==> src/hdl/tile_cfg.svh <==
`ifndef TILE_CFG_SVH
`define TILE_CFG_SVH

// tile geometry
`define TILE_SIDES_IN 4
`define TILE_SIDES_OUT 3
`define TILE_TRACKS 4

// config address fields
`define TILE_ID_LSB 0
`define TILE_ID_MSB 15
`define BLOCK_ID_LSB 16
`define BLOCK_ID_MSB 31

// config field widths
`define CB_SEL_W 3
`define SB_SEL_W 2
`define CLB_OP_W 2

// derived counts
`define CB_NUM_TRACKS (2 * `TILE_TRACKS)
`define SB_NUM_SEL (`TILE_SIDES_OUT * `TILE_TRACKS)

`endif

==> src/hdl/tile_pkg.sv <==
`include "tile_cfg.svh"

package tile_pkg;

	typedef logic [`TILE_TRACKS-1:0] track_side_t;

	// incoming tracks, side0 in the low bits
	typedef struct packed {
		track_side_t side3;
		track_side_t side2;
		track_side_t side1;
		track_side_t side0;
	} tracks_in_t;

	// outgoing tracks, sides 0 to 2 only
	typedef struct packed {
		track_side_t side2;
		track_side_t side1;
		track_side_t side0;
	} tracks_out_t;

	typedef struct packed {
		logic valid; // one write per cycle
		logic [31:0] addr;
		logic [31:0] data;
	} config_bus_t;

	typedef struct packed {
		logic sb;
		logic cb0;
		logic cb1;
		logic clb;
	} cfg_strobe_t;

	typedef enum logic [`BLOCK_ID_MSB-`BLOCK_ID_LSB:0] {
		BLK_CLB = 16'd4,
		BLK_CB1 = 16'd5,
		BLK_CB0 = 16'd6,
		BLK_SB = 16'd7
	} block_id_e;

	typedef enum logic [`CLB_OP_W-1:0] {
		OP_AND = 2'd0,
		OP_OR = 2'd1,
		OP_XOR = 2'd2,
		OP_NAND = 2'd3
	} clb_op_e;

endpackage

==> src/hdl/config_decode.sv <==
`timescale 1ns/10ps
`include "tile_cfg.svh"

module config_decode import tile_pkg::*; (
	input logic clk,
	input logic reset,
	input config_bus_t cfg,
	input logic [15:0] tile_id,
	output cfg_strobe_t strobe
);

	logic [`TILE_ID_MSB-`TILE_ID_LSB:0] addr_tile;
	logic [`BLOCK_ID_MSB-`BLOCK_ID_LSB:0] addr_block;
	logic tile_hit;

	assign addr_tile = cfg.addr[`TILE_ID_MSB:`TILE_ID_LSB];
	assign addr_block = cfg.addr[`BLOCK_ID_MSB:`BLOCK_ID_LSB];

	// write aimed at this tile
	assign tile_hit = cfg.valid && (addr_tile == tile_id);

	always_comb begin
		strobe = '0;
		if (tile_hit) begin
			case (addr_block)
				BLK_SB: begin
					strobe.sb = 1'b1;
				end
				BLK_CB0: begin
					strobe.cb0 = 1'b1;
				end
				BLK_CB1: begin
					strobe.cb1 = 1'b1;
				end
				BLK_CLB: begin
					strobe.clb = 1'b1;
				end
				default: begin
					strobe = '0; // unknown block, ignore
				end
			endcase
		end
	end

	// at most one block written per config cycle
	a_strobe_onehot: assert property (
		@(posedge clk) disable iff (reset)
		$onehot0(strobe)
	);

	// no write without the bus strobe
	a_strobe_needs_valid: assert property (
		@(posedge clk) disable iff (reset)
		!cfg.valid |-> (strobe == '0)
	);

endmodule

==> src/hdl/connect_box.sv <==
`timescale 1ns/10ps
`include "tile_cfg.svh"

module connect_box (
	input logic clk,
	input logic reset,
	input logic cfg_en,
	input logic [31:0] cfg_data,
	input logic [`CB_NUM_TRACKS-1:0] tracks,
	output logic operand
);

	logic [`CB_SEL_W-1:0] sel;

	// track select from the low data bits
	always_ff @(posedge clk) begin
		if (reset) begin
			sel <= '0;
		end else if (cfg_en) begin
			sel <= cfg_data[`CB_SEL_W-1:0];
		end
	end

	// 0..3 incoming and 4..7 outgoing of the same side
	always_comb begin
		operand = tracks[sel];
	end

	a_sel_known: assert property (
		@(posedge clk) disable iff (reset)
		!$isunknown(sel)
	);

endmodule

==> src/hdl/logic_block.sv <==
`timescale 1ns/10ps
`include "tile_cfg.svh"

module logic_block import tile_pkg::*; (
	input logic clk,
	input logic reset,
	input logic cfg_en,
	input logic [31:0] cfg_data,
	input logic op0,
	input logic op1,
	output logic result
);

	clb_op_e opcode;
	logic result_next;

	always_ff @(posedge clk) begin
		if (reset) begin
			opcode <= OP_AND;
		end else if (cfg_en) begin
			opcode <= clb_op_e'(cfg_data[`CLB_OP_W-1:0]);
		end
	end

	always_comb begin
		case (opcode)
			OP_AND: begin
				result_next = op0 & op1;
			end
			OP_OR: begin
				result_next = op0 | op1;
			end
			OP_XOR: begin
				result_next = op0 ^ op1;
			end
			OP_NAND: begin
				result_next = ~(op0 & op1);
			end
			default: begin
				result_next = 1'b0;
			end
		endcase
	end

	// registered output also cuts the track loop
	always_ff @(posedge clk) begin
		if (reset) begin
			result <= 1'b0;
		end else begin
			result <= result_next;
		end
	end

	a_result_reset: assert property (
		@(posedge clk)
		reset |=> (result == 1'b0)
	);

	a_opcode_known: assert property (
		@(posedge clk) disable iff (reset)
		!$isunknown(opcode)
	);

endmodule

==> src/hdl/switch_box.sv <==
`timescale 1ns/10ps
`include "tile_cfg.svh"

module switch_box import tile_pkg::*; (
	input logic clk,
	input logic reset,
	input logic cfg_en,
	input logic [31:0] cfg_data,
	input tracks_in_t tracks_in,
	input logic pe_out,
	output tracks_out_t tracks_out
);

	localparam int NUM_SEL = `SB_NUM_SEL;
	localparam int SEL_BITS = NUM_SEL * `SB_SEL_W;

	logic [NUM_SEL-1:0][`SB_SEL_W-1:0] sel;
	track_side_t [`TILE_SIDES_IN-1:0] side_in;
	logic [NUM_SEL-1:0] out_flat;

	// n-th choice skips the output's own side
	function automatic int src_side(input int side, input int choice);
		int src;
		if (choice < side) begin
			src = choice;
		end else begin
			src = choice + 1;
		end
		return src;
	endfunction

	// all twelve fields written together
	always_ff @(posedge clk) begin
		if (reset) begin
			sel <= '0;
		end else if (cfg_en) begin
			sel <= cfg_data[SEL_BITS-1:0];
		end
	end

	assign side_in = tracks_in; // side0 in the low nibble

	generate
		for (genvar s = 0; s < `TILE_SIDES_OUT; s++) begin : g_side
			for (genvar t = 0; t < `TILE_TRACKS; t++) begin : g_track
				localparam int FIELD = s * `TILE_TRACKS + t;
				localparam int SRC0 = src_side(s, 0);
				localparam int SRC1 = src_side(s, 1);
				localparam int SRC2 = src_side(s, 2);

				logic route;

				always_comb begin
					case (sel[FIELD])
						2'd0: begin
							route = side_in[SRC0][t];
						end
						2'd1: begin
							route = side_in[SRC1][t];
						end
						2'd2: begin
							route = side_in[SRC2][t];
						end
						default: begin
							route = pe_out; // logic block result
						end
					endcase
				end

				assign out_flat[FIELD] = route;
			end
		end
	endgenerate

	assign tracks_out = tracks_out_t'(out_flat);

	a_sel_known: assert property (
		@(posedge clk) disable iff (reset)
		!$isunknown(sel)
	);

endmodule

==> src/hdl/pe_tile.sv <==
`timescale 1ns/10ps

module pe_tile import tile_pkg::*; (
	input logic clk,
	input logic reset,
	input config_bus_t cfg,
	input logic [15:0] tile_id,
	input tracks_in_t tracks_in,
	output tracks_out_t tracks_out
);

	cfg_strobe_t strobe;
	logic op0;
	logic op1;
	logic pe_out;

	config_decode decode (
		.clk(clk),
		.reset(reset),
		.cfg(cfg),
		.tile_id(tile_id),
		.strobe(strobe)
	);

	// operand 0 from side 0, outgoing tracks in the high half
	connect_box cb0 (
		.clk(clk),
		.reset(reset),
		.cfg_en(strobe.cb0),
		.cfg_data(cfg.data),
		.tracks({tracks_out.side0, tracks_in.side0}),
		.operand(op0)
	);

	// operand 1 from side 1
	connect_box cb1 (
		.clk(clk),
		.reset(reset),
		.cfg_en(strobe.cb1),
		.cfg_data(cfg.data),
		.tracks({tracks_out.side1, tracks_in.side1}),
		.operand(op1)
	);

	logic_block compute_block (
		.clk(clk),
		.reset(reset),
		.cfg_en(strobe.clb),
		.cfg_data(cfg.data),
		.op0(op0),
		.op1(op1),
		.result(pe_out)
	);

	switch_box sb (
		.clk(clk),
		.reset(reset),
		.cfg_en(strobe.sb),
		.cfg_data(cfg.data),
		.tracks_in(tracks_in),
		.pe_out(pe_out),
		.tracks_out(tracks_out)
	);

endmodule

==> config.mk <==
export PLATFORM = sky130hd
export DESIGN_NAME = pe_tile
export DESIGN_NICKNAME = d
export VERILOG_FILES = /design/src/hdl/tile_pkg.sv /design/src/hdl/config_decode.sv /design/src/hdl/connect_box.sv /design/src/hdl/logic_block.sv /design/src/hdl/switch_box.sv /design/src/hdl/pe_tile.sv
export VERILOG_INCLUDE_DIRS = /design/src /design/src/hdl
export SDC_FILE = /design/constraint.sdc
export NUM_CORES = 1
export LEC_CHECK = 0
export ABC_AREA = 1
export BUFFER_PORTS_ARGS = -buffer_cell sky130_fd_sc_hd__buf_4
export CAP_MARGIN = 10
export CORE_MARGIN = 5
export CORE_UTILIZATION = 52
export DETAILED_ROUTE_END_ITERATION = 10
export PLACE_DENSITY = 0.86
export SLEW_MARGIN = 20
export SYNTH_ARGS = -nofsm -noshare
export SYNTH_HDL_FRONTEND = slang
export SYNTH_HIERARCHICAL = 1
export SYNTH_SLANG_ARGS = --single-unit
export TNS_END_PERCENT = 30
==> constraint.sdc <==
create_clock -name clk -period 5.1 [get_ports clk]
set_input_delay 1.275 -clock clk [delete_from_list [all_inputs] [get_ports clk]]
set_output_delay 1.275 -clock clk [all_outputs]
set_load 0.05 [all_outputs]
==> results.yml <==
logic_synthesis:
  synth_top_family_by_area: "simple AND/OR/NAND/NOR gates"
  synth_most_common_cell: "nand2_1"
  synth_top_area_share_pct: 25.7
  synthTopCellsByCount: "nand2_1 (166), inv_1 (92), dfxtp_1 (33), nand3_1 (33), nor2_1 (27)"
  ys_seq_area_share_pct: 25.7
  ys_async_sr_fraction_pct: 0
  synth_area_leaders: "dfxtp_1 (26%), nand2_1 (24%), inv_1 (13%), nand3_1 (6.4%), a21oi_2 (5.5%)"
  synthFlopType: "dfxtp_1"
  synthAdderAreaFrac_pct: 0.974
  synthMuxAreaShare_pct: 0
  syn_inst: 440
  synth_nets: 541
  synth_edf_count: 0
  synth_xor_area_share_pct: 1.02
  synth_compound_area_share_pct: 10.0
  ys_ff_latch: 33
  ys_types: 27
  syn-cell-area_um2: 2570
  synth_top_area_cell: "dfxtp_1"
  post_synth.cell_area_avg_um2: 5.84
  synthSimpleGateAreaFrac_pct: 40.7
  ys_warn_count: 6
timing:
  period_needed_ps: 3170
  maxSlewHeadroom_pct: 36.3
  hold_violations: 0
  fin_crit_sh_pct: 62.1
  finalClockSkew_ps: 7.53
  final.setup.tns_ps: 0
  max_freq_ghz: 0.316
  rsz0062_at_grt: "false"
  hold_slack_ps: 479
  report.final.slew_viol_count: 0
  setup_ws_ps: 1930
  setup_viol: 0
  worstMarginPinSlew_ps: 954
floorplan:
  die_h_um: 80.3
  ios: 111
  die_x_um: 80.3
  dieArea_um2: 6450
  core-area_um2: 4750
  start_util_pct: 54.1
  rows: 25
min_path:
  min-delay-path-class: "register to register"
critical_path:
  startpoint_type: "input port"
  worst-path-buf-inv: 3
  crit_chain: "buf_4 > inv_1 > nand2_1 > nand3_1 > nand2_1 > buf_4"
  reg2reg_slack_ps: 3190
  critPathSlowestCell: "buf_4"
  cp.arrival_ps: 1890
  path_max_fanout: 3
  end_kind: "output port"
  worstPathRequired_ps: 3830
  critical_path.top_delay_family: "buffers and inverters"
  critPathMaxStageDelay_ps: 200
  critPathKind: "input port to output port"
job:
  maxCapViolations: 0
route:
  routed_via_density: 4.69
  vias: 2807
  wl_per_cell_um: 11.3
  drt_wl_total_um: 6740
  dr.pass1.iters: 4
  drcViolationCount: 0
  ant_nets: 0
  dr.first_iter.drc_count: 96
clock_network:
  htree_levels: 2
  post_cts_resized: 0
  postCtsSetupBuffers: 0
  path_clk_slew_ps: 60
  clock_latency_ps: 290
  hold_buffers: 0
  numCtsBuffers: 5
  cts.path.max_buffers: 2
  cts.sinks: 33
  clockRootBuffer: "clkbuf_8"
  tritoncts: "yes"
global_route:
  grtUsageTotal_pct: 21.7
  grt_max_degree: 32
  grt_pass1_wl_um: 11000
  grt.overflow.total: 0
  grt_pass1_vias: 2683
  antenna_found_initial: 0
place:
  port_buffers: 102
  place.gp.congestion: 0.792
  post-place-ws_ps: 1830
  dp.final_hpwl_um: 5510
status:
  run_status: "finished clean"
final_layout:
  area_growth_syn_to_layout_pct: 31.2
  drive_above_1_share_pct: 28.2
  diodes: 0
  design.final.nets: 631
pwr:
  power_leakage_nw: 1.69
  irDropWorstVdd_v: 0.0000987
  powerDensity_nw_per_um2: 195
final timing paths:
kind                   startpoint                   end  cells after the start
min reg2reg            cb0/sel[2]            cb0/sel[2]                      2
min                    cb0/sel[2]            cb0/sel[2]                      2
max                 tracks_in[12]         tracks_out[0]                      6
max reg2reg  compute_block/result  compute_block/result                     16
state kept, by name (all words and copies together), names as in the netlist:
name,flops
sb/sel,24
cb0/sel,3
cb1/sel,3
compute_block/opcode,2
compute_block/result,1
cell type report:
cell class / count / area (um2)
fillers: 418 / 1380
multi-input cells: 289 / 1360
repair buffers: 103 / 773
flip-flops and latches: 33 / 661
inverters: 98 / 375
well taps: 67 / 83.8
clock buffers: 6 / 82.6
clock inverters: 2 / 37.5
power by group:
part	total (mW)	internal [mW]	switching, mW
clock	0.260	0.159	0.101
combinational	0.138	0.0686	0.0697
sequential	0.258	0.258	0.0000668
cell usage in the layout, fill, tap and decap left out, types with 2 or more instances in the layout:
master    Yosys  final
a21oi_2      16     16
xnor2_1       2      2
a211oi_1      6      6
nand4_1       4      4
nand2_2      12     12
clkbuf_8      0      6
inv_1        92     92
buf_4        12    103
o21ai_0       2      2
nor2_1       27     26
ha_1          2      2
nand3_1      33     33
inv_2         5      5
dfxtp_1      33     33
nand2_1     166    166
nor2_2        2      3
a21oi_1      10     10
metrics by stage:
stage / instance area [um2] / total power [mW] / utilization (%) / std cells
after floorplan: 2570 / 0.333 / - / 440
after global placement: 3250 / 0.400 / 68.4 / 590
after detailed placement: 3250 / 0.403 / 68.4 / 590
after CTS: 3370 / 0.662 / 70.9 / 598
after global routing: 3370 / 0.687 / 70.9 / 598
final: 3370 / 0.656 / 70.9 / 598
routing by layer:
layer  wire [um]  vias up  track usage, %
met5           0        -               0
met4         161        0            10.8
met3         560       13            5.16
met2        3580      101            41.5
met1        2450     1210            21.5
li1            -     1483               -
worst min-delay path: cells and delay by family, from the launching register on:
| family | cells | cell delay [ps] |
|---|---|---|
| buf+inv | 1 | 70 |
| flops | 1 | 310 |
| compound gates | 1 | 60 |
cells by family (layout without fill, tap and decap cells):
family                     after synthesis  count (layout)
and+or+nand+nor                        248             248
buffers and inverters                  118             209
AOI/OAI and AO/OA                       36              36
DFF                                     33              33
xor gates and xnor gates                 3               3
adders and majority gates                2               2
(Power assumes the default switching activity.)
